## src/rvfi_mon_settings.svh

```systemverilog
`ifndef RVFI_MON_SETTINGS_SVH
`define RVFI_MON_SETTINGS_SVH

// Interrupt controller of the monitored core
// 0 means CLINT cause set and mcause layout, 1 means CLIC
`define MON_CLIC 1'b0

// Width of a CLIC interrupt id, 1 to 10
// Legal CLIC causes run from 0 to 2**width - 1
`define MON_CLIC_ID_WIDTH 5

// Width of each violation counter and of the retire counter
`define MON_CNT_WIDTH 16

`endif

```

## src/rvfi_pkg.sv

```systemverilog
package rvfi_pkg;

  // Trap information of one retired instruction
  typedef struct packed {
    logic        trap;
    logic        exception;
    logic        debug;
    logic [10:0] exception_cause;
    logic        debug_cause;
    logic        rsvd;
  } trap_t;

  // First instruction of a trap handler
  typedef struct packed {
    logic        intr;
    logic        exception;
    logic        interrupt;
    logic [10:0] cause;
  } intr_t;

  typedef struct packed {
    logic        interrupt;
    logic [19:0] zero;
    logic [10:0] code;
  } mcause_clint_t;

  typedef struct packed {
    logic        interrupt;
    logic        minhv;
    logic [1:0]  mpp;
    logic        mpie;
    logic [2:0]  zero_hi;
    logic [7:0]  mpil;
    logic [4:0]  zero_lo;
    logic [10:0] code;
  } mcause_clic_t;

  // Same mcause word, decoded per interrupt controller
  typedef union packed {
    mcause_clint_t clint;
    mcause_clic_t  clic;
  } mcause_u;

  // Retirement record, one instruction per cycle
  typedef struct packed {
    logic        valid;
    logic [4:0]  rs1_addr;
    logic [4:0]  rs2_addr;
    logic [31:0] rs1_rdata;
    logic [31:0] rs2_rdata;
    logic [2:0]  dbg;
    logic [31:0] dcsr_rdata;
    logic        dbg_mode;
    trap_t       trap;
    intr_t       intr;
    mcause_u     mcause_wdata;
    mcause_u     mcause_wmask;
    logic [3:0]  mem_rmask;
    logic [3:0]  mem_wmask;
    logic        is_load;
    logic        is_store;
  } retire_t;

endpackage

```

## src/mon_pkg.sv

```systemverilog
package mon_pkg;

  localparam int unsigned num_rules = 8;

  typedef enum logic [2:0] {
    rs_reset,
    dbg_cause,
    exc_cause,
    exc_clears_irq,
    irq_cause_legal,
    handler_ambiguous,
    ldst_mask,
    mem_overreport
  } rule_e;

  // One bit per rule, indexed by rule_e
  typedef struct packed {
    logic                 valid;
    logic [num_rules-1:0] rule;
  } viol_t;

  typedef struct packed {
    logic        valid;
    logic        first_retire;
    logic        enter_dbg;
    logic [10:0] exc_code;
    logic        mcause_irq_wdata;
    logic        mcause_irq_wmask;
    logic [10:0] irq_cause;
    logic        irq;
    logic        irq_sync;
    logic        exception;
    logic [10:0] exc_cause;
    logic        rmask_nz;
    logic        wmask_nz;
    logic [1:0]  mem_cnt;
    logic [4:0]  rs1_addr;
    logic [4:0]  rs2_addr;
    logic [31:0] rs1_rdata;
    logic [31:0] rs2_rdata;
    logic [2:0]  dbg;
    logic [2:0]  dcsr_cause;
    logic        is_load;
    logic        is_store;
    logic        trap;
  } dec_t;

  typedef struct packed {
    logic [7:0]  aw_addr;
    logic        aw_valid;
    logic [31:0] w_data;
    logic [3:0]  w_strb;
    logic        w_valid;
    logic        b_ready;
    logic [7:0]  ar_addr;
    logic        ar_valid;
    logic        r_ready;
  } axil_req_t;

  typedef struct packed {
    logic        aw_ready;
    logic        w_ready;
    logic [1:0]  b_resp;
    logic        b_valid;
    logic        ar_ready;
    logic [31:0] r_data;
    logic [1:0]  r_resp;
    logic        r_valid;
  } axil_rsp_t;

endpackage

```

## src/rvfi_decode.sv

```systemverilog
`include "rvfi_mon_settings.svh"

module rvfi_decode (
  input  logic              clk_i,
  input  logic              rst_ni,
  input  rvfi_pkg::retire_t retire,
  output mon_pkg::dec_t     dec
);

  logic          was_dbg_mode_q;
  logic          retired_q;
  mon_pkg::dec_t dec_d;
  mon_pkg::dec_t dec_q;

  // Mode history only moves on a retirement
  always_ff @(posedge clk_i or negedge rst_ni) begin
    if (!rst_ni) begin
      was_dbg_mode_q <= 1'b0;
      retired_q      <= 1'b0;
      dec_q          <= '0;
    end else begin
      dec_q <= dec_d;
      if (retire.valid) begin
        was_dbg_mode_q <= retire.dbg_mode;
        retired_q      <= 1'b1;
      end
    end
  end

  always_comb begin
    dec_d              = '0;
    dec_d.valid        = retire.valid;
    dec_d.first_retire = !retired_q;
    dec_d.enter_dbg    = (retire.dbg != 3'd0) && !was_dbg_mode_q;
    // Interrupt bit and code read through the layout of the configured controller
    if (`MON_CLIC) begin
      dec_d.exc_code         = retire.mcause_wdata.clic.code & retire.mcause_wmask.clic.code;
      dec_d.mcause_irq_wdata = retire.mcause_wdata.clic.interrupt;
      dec_d.mcause_irq_wmask = retire.mcause_wmask.clic.interrupt;
    end else begin
      dec_d.exc_code         = retire.mcause_wdata.clint.code & retire.mcause_wmask.clint.code;
      dec_d.mcause_irq_wdata = retire.mcause_wdata.clint.interrupt;
      dec_d.mcause_irq_wmask = retire.mcause_wmask.clint.interrupt;
    end
    dec_d.irq_cause = retire.intr.cause;
    dec_d.irq       = retire.intr.interrupt;
    dec_d.irq_sync  = retire.intr.exception;
    // Exceptions in debug mode leave mcause alone
    dec_d.exception  = retire.trap.exception && !retire.dbg_mode;
    dec_d.exc_cause  = retire.trap.exception_cause;
    dec_d.rmask_nz   = |retire.mem_rmask;
    dec_d.wmask_nz   = |retire.mem_wmask;
    dec_d.mem_cnt    = {1'b0, dec_d.rmask_nz} + {1'b0, dec_d.wmask_nz};
    dec_d.rs1_addr   = retire.rs1_addr;
    dec_d.rs2_addr   = retire.rs2_addr;
    dec_d.rs1_rdata  = retire.rs1_rdata;
    dec_d.rs2_rdata  = retire.rs2_rdata;
    dec_d.dbg        = retire.dbg;
    dec_d.dcsr_cause = retire.dcsr_rdata[8:6];
    dec_d.is_load    = retire.is_load;
    dec_d.is_store   = retire.is_store;
    dec_d.trap       = retire.trap.trap;
  end

  assign dec = dec_q;

  // Only the first record after reset is seen as the first retirement
  a_first_retire_once: assert property (
    @(posedge clk_i) disable iff (!rst_ni)
    dec.valid |=> !dec.first_retire
  );

endmodule

```

## src/rvfi_rule_check.sv

```systemverilog
`include "rvfi_mon_settings.svh"

module rvfi_rule_check (
  input  logic           clk_i,
  input  logic           rst_ni,
  input  mon_pkg::dec_t  dec,
  input  logic           bus_valid,
  input  logic           bus_ready,
  output mon_pkg::viol_t viol
);

  localparam logic        clic        = `MON_CLIC;
  localparam int unsigned max_clic_id = (1 << `MON_CLIC_ID_WIDTH) - 1;
  localparam int unsigned acc_width   = 32;

  logic [acc_width-1:0]          bus_cnt_q;
  logic [acc_width-1:0]          bus_cnt_d;
  logic [acc_width-1:0]          mem_cnt_q;
  logic [acc_width-1:0]          mem_cnt_d;
  logic                          bus_hs;
  logic [mon_pkg::num_rules-1:0] rule_d;

  function automatic logic irq_cause_ok(logic [10:0] cause);
    logic clint_ok;
    logic clic_ok;
    clint_ok = cause inside {11'd3, 11'd7, 11'd11, [11'd16:11'd31], [11'd1024:11'd1027]};
    clic_ok  = (32'(cause) <= max_clic_id) || (cause inside {[11'd1024:11'd1027]});
    return clic ? clic_ok : clint_ok;
  endfunction

  // Sticks at all ones instead of wrapping
  function automatic logic [acc_width-1:0] sat_add(logic [acc_width-1:0] a, logic [1:0] b);
    logic [acc_width:0] sum;
    sum = {1'b0, a} + {{(acc_width-1){1'b0}}, b};
    return sum[acc_width] ? '1 : sum[acc_width-1:0];
  endfunction

  assign bus_hs = bus_valid && bus_ready;

  // Handshake of this cycle is already in bus_cnt_d when compared
  assign bus_cnt_d = sat_add(bus_cnt_q, {1'b0, bus_hs});
  assign mem_cnt_d = sat_add(mem_cnt_q, dec.valid ? dec.mem_cnt : 2'd0);

  always_comb begin
    rule_d = '0;
    rule_d[mon_pkg::rs_reset] = dec.first_retire &&
        (((dec.rs1_addr != 5'd0) && (dec.rs1_rdata != 32'd0)) ||
         ((dec.rs2_addr != 5'd0) && (dec.rs2_rdata != 32'd0)));
    rule_d[mon_pkg::dbg_cause] = dec.enter_dbg && (dec.dbg != dec.dcsr_cause);
    rule_d[mon_pkg::exc_cause] = dec.exception && (dec.exc_cause != dec.exc_code);
    rule_d[mon_pkg::exc_clears_irq] = dec.exception &&
        !(dec.mcause_irq_wmask && !dec.mcause_irq_wdata);
    rule_d[mon_pkg::irq_cause_legal] = dec.irq && !irq_cause_ok(dec.irq_cause);
    rule_d[mon_pkg::handler_ambiguous] = dec.irq && dec.irq_sync;
    // Masks only on loads and stores, and a load or store that did not trap has its mask
    rule_d[mon_pkg::ldst_mask] = (dec.rmask_nz && !dec.is_load) ||
                                 (dec.wmask_nz && !dec.is_store) ||
                                 (dec.is_load && !dec.trap && !dec.rmask_nz) ||
                                 (dec.is_store && !dec.trap && !dec.wmask_nz);
    rule_d[mon_pkg::mem_overreport] = mem_cnt_d > bus_cnt_d;
    if (!dec.valid) begin
      rule_d = '0;
    end
  end

  always_ff @(posedge clk_i or negedge rst_ni) begin
    if (!rst_ni) begin
      bus_cnt_q  <= '0;
      mem_cnt_q  <= '0;
      viol       <= '0;
    end else begin
      bus_cnt_q  <= bus_cnt_d;
      mem_cnt_q  <= mem_cnt_d;
      viol.valid <= dec.valid;
      viol.rule  <= rule_d;
    end
  end

  // Access counters only grow or hold at saturation
  a_acc_cnt_monotonic: assert property (
    @(posedge clk_i) disable iff (!rst_ni)
    (bus_cnt_q >= $past(bus_cnt_q)) && (mem_cnt_q >= $past(mem_cnt_q))
  );

endmodule

```

## src/mon_result_regs.sv

```systemverilog
`include "rvfi_mon_settings.svh"

module mon_result_regs (
  input  logic               clk_i,
  input  logic               rst_ni,
  input  mon_pkg::viol_t     viol,
  input  mon_pkg::axil_req_t axil_req,
  output mon_pkg::axil_rsp_t axil_rsp
);

  localparam int unsigned cw          = `MON_CNT_WIDTH;
  localparam int unsigned nr          = mon_pkg::num_rules;
  localparam logic [1:0]  resp_okay   = 2'b00;
  localparam logic [1:0]  resp_slverr = 2'b10;

  logic [cw-1:0] cnt_q [nr];
  logic [cw-1:0] retire_cnt_q;
  logic [nr-1:0] status_q;
  logic [nr-1:0] status_clr;
  logic          clr_all;
  logic          wr_hs;
  logic          rd_hs;
  logic          wr_rdy_q;
  logic          wr_pend_q;
  logic          b_valid_q;
  logic [1:0]    b_resp_q;
  logic [7:0]    wr_addr_q;
  logic [31:0]   wr_data_q;
  logic [3:0]    wr_strb_q;
  logic          rd_rdy_q;
  logic          r_valid_q;
  logic [31:0]   r_data_q;
  logic [1:0]    r_resp_q;
  logic [31:0]   rd_data;

  function automatic logic addr_ok(logic [7:0] addr);
    return (addr[1:0] == 2'b00) && (addr <= 8'h28);
  endfunction

  assign wr_hs = axil_req.aw_valid && axil_req.w_valid && wr_rdy_q;
  assign rd_hs = axil_req.ar_valid && rd_rdy_q;

  // Write side effects take place one cycle after acceptance
  assign clr_all    = wr_pend_q && wr_strb_q[0] && (wr_addr_q == 8'h28) && wr_data_q[0];
  assign status_clr = (wr_pend_q && wr_strb_q[0] && (wr_addr_q == 8'h24)) ?
                      wr_data_q[nr-1:0] : '0;

  always_ff @(posedge clk_i or negedge rst_ni) begin
    if (!rst_ni) begin
      for (int i = 0; i < nr; i++) begin
        cnt_q[i] <= '0;
      end
      retire_cnt_q <= '0;
      status_q     <= '0;
    end else begin
      // A new violation wins over a clear of the same bit
      status_q <= (status_q & ~status_clr) | viol.rule;
      if (clr_all) begin
        for (int i = 0; i < nr; i++) begin
          cnt_q[i] <= '0;
        end
        retire_cnt_q <= '0;
      end else if (viol.valid) begin
        for (int i = 0; i < nr; i++) begin
          if (viol.rule[i] && (cnt_q[i] != '1)) begin
            cnt_q[i] <= cnt_q[i] + 1'b1;
          end
        end
        if (retire_cnt_q != '1) begin
          retire_cnt_q <= retire_cnt_q + 1'b1;
        end
      end
    end
  end

  // Write channel, one transaction at a time
  always_ff @(posedge clk_i or negedge rst_ni) begin
    if (!rst_ni) begin
      wr_rdy_q  <= 1'b0;
      wr_pend_q <= 1'b0;
      b_valid_q <= 1'b0;
    end else begin
      wr_pend_q <= wr_hs;
      if (wr_pend_q) begin
        b_valid_q <= 1'b1;
      end else if (axil_req.b_ready) begin
        b_valid_q <= 1'b0;
      end
      wr_rdy_q <= !(wr_hs || wr_pend_q || (b_valid_q && !axil_req.b_ready));
    end
  end

  always_ff @(posedge clk_i) begin
    if (wr_hs) begin
      wr_addr_q <= axil_req.aw_addr;
      wr_data_q <= axil_req.w_data;
      wr_strb_q <= axil_req.w_strb;
    end
    if (wr_pend_q) begin
      b_resp_q <= addr_ok(wr_addr_q) ? resp_okay : resp_slverr;
    end
  end

  always_comb begin
    rd_data = '0;
    case (axil_req.ar_addr[7:2])
      6'h08:   rd_data = 32'(retire_cnt_q);
      6'h09:   rd_data = 32'(status_q);
      // Control reads as zero, the clear bit does not hold
      6'h0a:   rd_data = '0;
      default: begin
        if (axil_req.ar_addr[7:2] < 6'h08) begin
          rd_data = 32'(cnt_q[axil_req.ar_addr[4:2]]);
        end
      end
    endcase
    if (!addr_ok(axil_req.ar_addr)) begin
      rd_data = '0;
    end
  end

  always_ff @(posedge clk_i or negedge rst_ni) begin
    if (!rst_ni) begin
      rd_rdy_q  <= 1'b0;
      r_valid_q <= 1'b0;
    end else begin
      if (rd_hs) begin
        r_valid_q <= 1'b1;
      end else if (axil_req.r_ready) begin
        r_valid_q <= 1'b0;
      end
      rd_rdy_q <= !(rd_hs || (r_valid_q && !axil_req.r_ready));
    end
  end

  always_ff @(posedge clk_i) begin
    if (rd_hs) begin
      r_data_q <= rd_data;
      r_resp_q <= addr_ok(axil_req.ar_addr) ? resp_okay : resp_slverr;
    end
  end

  always_comb begin
    axil_rsp          = '0;
    axil_rsp.aw_ready = wr_rdy_q;
    axil_rsp.w_ready  = wr_rdy_q;
    axil_rsp.b_valid  = b_valid_q;
    axil_rsp.b_resp   = b_resp_q;
    axil_rsp.ar_ready = rd_rdy_q;
    axil_rsp.r_valid  = r_valid_q;
    axil_rsp.r_data   = r_data_q;
    axil_rsp.r_resp   = r_resp_q;
  end

  a_r_held: assert property (
    @(posedge clk_i) disable iff (!rst_ni)
    axil_rsp.r_valid && !axil_req.r_ready |=> axil_rsp.r_valid && $stable(axil_rsp.r_data)
  );

  a_b_held: assert property (
    @(posedge clk_i) disable iff (!rst_ni)
    axil_rsp.b_valid && !axil_req.b_ready |=> axil_rsp.b_valid && $stable(axil_rsp.b_resp)
  );

endmodule

```

## src/rvfi_monitor_top.sv

```systemverilog
module rvfi_monitor_top (
  input  logic               clk_i,
  input  logic               rst_ni,
  input  rvfi_pkg::retire_t  retire,
  input  logic               bus_valid,
  input  logic               bus_ready,
  input  mon_pkg::axil_req_t axil_req,
  output mon_pkg::axil_rsp_t axil_rsp
);

  mon_pkg::dec_t  dec;
  mon_pkg::viol_t viol;

  // Record decode, one cycle
  rvfi_decode u_decode (
    .clk_i  (clk_i),
    .rst_ni (rst_ni),
    .retire (retire),
    .dec    (dec)
  );

  // Rule evaluation and bus accounting, one cycle
  rvfi_rule_check u_rule_check (
    .clk_i     (clk_i),
    .rst_ni    (rst_ni),
    .dec       (dec),
    .bus_valid (bus_valid),
    .bus_ready (bus_ready),
    .viol      (viol)
  );

  mon_result_regs u_result_regs (
    .clk_i    (clk_i),
    .rst_ni   (rst_ni),
    .viol     (viol),
    .axil_req (axil_req),
    .axil_rsp (axil_rsp)
  );

endmodule

```

## config.mk

```make
export PLATFORM = sky130hd
export DESIGN_NAME = rvfi_monitor_top
export DESIGN_NICKNAME = d
export VERILOG_FILES = /design/src/rvfi_pkg.sv /design/src/mon_pkg.sv /design/src/rvfi_decode.sv /design/src/rvfi_rule_check.sv /design/src/mon_result_regs.sv /design/src/rvfi_monitor_top.sv
export VERILOG_INCLUDE_DIRS = /design/src
export SDC_FILE = /design/constraint.sdc
export NUM_CORES = 1
export LEC_CHECK = 0
export BUFFER_PORTS_ARGS = -buffer_cell sky130_fd_sc_hd__buf_2
export CORE_MARGIN = 4
export CORE_UTILIZATION = 25
export CTS_CLUSTER_SIZE = 8
export DETAILED_ROUTE_END_ITERATION = 10
export GPL_ROUTABILITY_DRIVEN = 0
export PLACE_DENSITY = 0.53
export SLEW_MARGIN = 20
export SYNTH_ARGS = -nofsm -noshare
export SYNTH_HDL_FRONTEND = slang
export SYNTH_SLANG_ARGS = --single-unit
```

## constraint.sdc

```tcl
create_clock -name clk_i -period 10.8 [get_ports clk_i]
set_clock_uncertainty 0.1 [all_clocks]
set_input_delay 1.08 -clock clk_i [delete_from_list [all_inputs] [get_ports clk_i]]
set_output_delay 1.08 -clock clk_i [all_outputs]
set_load 0.02 [all_outputs]
```

==> impl_metrics.tcl <==
set metrics [dict create \
    status "completed" \
    worstPathRequired_ps 11120 \
    p_sw_mw 0.9968 \
    min_period_over_period_pct 47.86 \
    arrival_ps 5490 \
    grt_antenna_before_repair 4 \
    cts_setup_buffers 0 \
    h-tree-depth 2 \
    grt_pass1_vias 13822 \
    placement.io_buffers 198 \
    dp_cells 2820 \
    timing_worst_setup_path_type "reg2reg" \
    die_y_um 282.7 \
    synth_edf_count 35 \
    syn2layout_area_growth_pct 17.98 \
    setup-tns-final_ps 0 \
    ys.flop_type "dfrtp_1" \
    wirelength_um 48760 \
    insertion_delay_ps 610 \
    yosysUniqueCellTypes 76 \
    hold_path.class "reg2reg" \
    cts.path.max_buffers 3 \
    seq_power_share_pct 46.8 \
    yosys_warnings 0 \
    avgSynthCellArea_um2 11.06 \
    report.final.slew_viol_count 0 \
    n_fill_cell 7729 \
    slew-limit-headroom_pct 30.33 \
    final_nets 2231 \
    grt_max_degree 96 \
    path_clk_slew_ps 50 \
    synth.cell_area_mm2 0.01886 \
    core_mm2 0.07457 \
    final_cells 2894 \
    cap_violations 0 \
    rsz0062_at_grt "false" \
    grt-ovfl-total 0 \
    synthCells 1705 \
    placed_cell_area_mm2 0.02072 \
    finalInstanceArea_mm2 0.02225 \
    hold_buffers 0 \
    post-dp-hpwl_um 35640 \
    start_util_pct 25.29 \
    start_kind "register" \
    setup_violations 0 \
    synthArstFlopShare_pct 91.14 \
    grt_use_total_pct 12.06 \
    wl_per_cell_um 16.85 \
    die_w_um 282.7 \
    row_count 100 \
    vias_per_cell 4.715 \
    worstMarginPinSlew_ps 1034 \
    detail-route-antenna-nets 0 \
    route.vias.total 13645 \
    intPower_mw 2.720 \
    crit_fanout 26 \
    ys_seq_area_share_pct 53.34 \
    ctsResizeCount 0 \
    die_area_mm2 0.07990 \
    powerDensity_mw_per_mm2 167.1 \
    cts_tree "yes" \
    min_period_ps 5169 \
    pwr-share-comb_pct 11.6 \
    cts-root-buf "clkbuf_16" \
    cts_buffers 55 \
    clkPwrFrac_pct 41.7 \
    ir_drop_mv 0.1387 \
    firstDrtPassIters 5 \
    hold_violations 0 \
    drc_errors 0 \
    io_pins 317 \
    clkSinkCount 395 \
    power.leakage_nw 9.687 \
    final_common_cell "dfrtp_1" \
    max_freq_mhz 193.5 \
    switching_share_pct 26.82 \
    grt_pass1_wl_um 76520 \
    yosys_register_bits 395 \
    drt_iter0_drc 915 \
    drive_above_1_share_pct 16.84 \
    mostFrequentLayoutCells "dfrtp_1, buf_2, nor2_1" \
    cp-end-kind "register" \
]
-- power groups by stage --
| stage | Combinational (mW) | Clock (mW) | Sequential [mW] |
|---|---|---|---|
| 6_report | 0.430 | 1.55 | 1.74 |
| 5_1_grt | 0.492 | 1.66 | 1.75 |
| 4_1_cts | 0.438 | 1.61 | 1.74 |
| 3_5_place_dp | 0.433 | 0 | 1.76 |
| 3_3_place_gp | 0.424 | 0 | 1.75 |
| 2_1_floorplan | 0.292 | 0 | 1.73 |
-- kinds of logic after synthesis --
kind of cell    after synthesis  share of synthesized area, %
compound gates              193                         6.926
buf+inv                     112                         3.337
fa+ha+maj                    47                         3.158
other cells                   1                       0.01988
flops                       395                         53.34
mux                          72                         5.984
simple gates                722                         19.66
xor+xnor                    163                         7.570
-- path summary, 6_finish.rpt --
path / start / end / slack [ps] / cells after the start
max: u_decode.dec[127] / u_rule_check.viol[7] / 5630 / 15
min: u_decode.retired_q / u_decode.dec[126] / 310 / 1
max reg2reg: u_decode.dec[127] / u_rule_check.viol[7] / 5630 / 15
min reg2reg: u_decode.retired_q / u_decode.dec[126] / 310 / 1
max in group asynchronous: rst_ni / u_result_regs.cnt_q[27] / 8150 / 3
min in group asynchronous: rst_ni / u_result_regs.cnt_q[60] / 380 / 1
-- critical path, cell delays in order, from the launching register on --
cell	delay (ps)
dfrtp_1	570
and2_1	190
ha_1	170
inv_1	60
fa_1	410
and3b_1	330
nand4_2	330
nor3_2	370
nand2_1	590
nand2_1	260
ha_1	280
a21oi_1	150
o21ai_0	160
a221o_1	330
o311ai_0	470
a21oi_1	200
-- layer usage --
metal  share of wire [%]  up-vias  routed length [µm]  GRT usage, %
li1                    -     6511                   -             -
met1                  44     6728               21580         15.99
met5               0.084        -                  41             0
met2                  48      330               23320         19.83
met3                 5.6       70                2736         2.922
met4                 2.2        6                1089         3.267
-- registers in the layout (all words and copies together) (netlist names), 8 cells and up --
register                    flops
u_decode.dec                  128
u_result_regs.cnt_q           128
u_rule_check.bus_cnt_q         32
u_rule_check.mem_cnt_q         32
u_result_regs.r_data_q         16
u_result_regs.retire_cnt_q     16
u_rule_check.viol               9
u_result_regs.status_q          8
u_result_regs.wr_addr_q         8
u_result_regs.wr_data_q         8
-- Yosys cell counts (all sizes together) (31+ instances only) --
| library cell | number | area [µm²] |
|---|---|---|
| nand2 | 158 | 595.6 |
| nand3 | 74 | 370.4 |
| dfrtp | 360 | 9009 |
| and2 | 54 | 337.8 |
| nor2 | 175 | 656.9 |
| and3 | 31 | 193.9 |
| ha | 46 | 575.6 |
| edfxtp | 35 | 1051 |
| buf | 60 | 424.2 |
| o21ai | 31 | 158.9 |
| nand4 | 64 | 412.9 |
| xnor2 | 86 | 753.2 |
| nor3 | 41 | 221.5 |
| nor4 | 49 | 336.6 |
| inv | 32 | 120.1 |
| xor2 | 77 | 674.4 |
| mux2i | 34 | 340.3 |
| mux4 | 32 | 720.7 |
| a21oi | 53 | 265.3 |
-- through the flow --
step	power [mW]	hold slack, ps	util, %	setup WS (ps)
2_1_floorplan	2.017	251.9	-	6634
3_3_place_gp	2.179	304.5	27.78	5626
3_5_place_dp	2.194	307.8	27.79	5575
4_1_cts	3.782	320.8	29.83	5516
5_1_grt	3.908	352.5	29.83	5157
6_report	3.717	312.6	29.84	5631
-- area by class of cell --
type	count	area [µm²]	area share (%)
timing repair buffer	209	1087	4.887
clock inverter	4	95.09	0.4274
tap	969	1212	5.449
inverter	32	120.1	0.5398
antenna	1	2.502	0.01125
sequential	395	10060	45.21
multi-input combinational	1215	8244	37.05
clock buffer	69	1429	6.422
No activity file was read; power rests on OpenSTA's default activity.
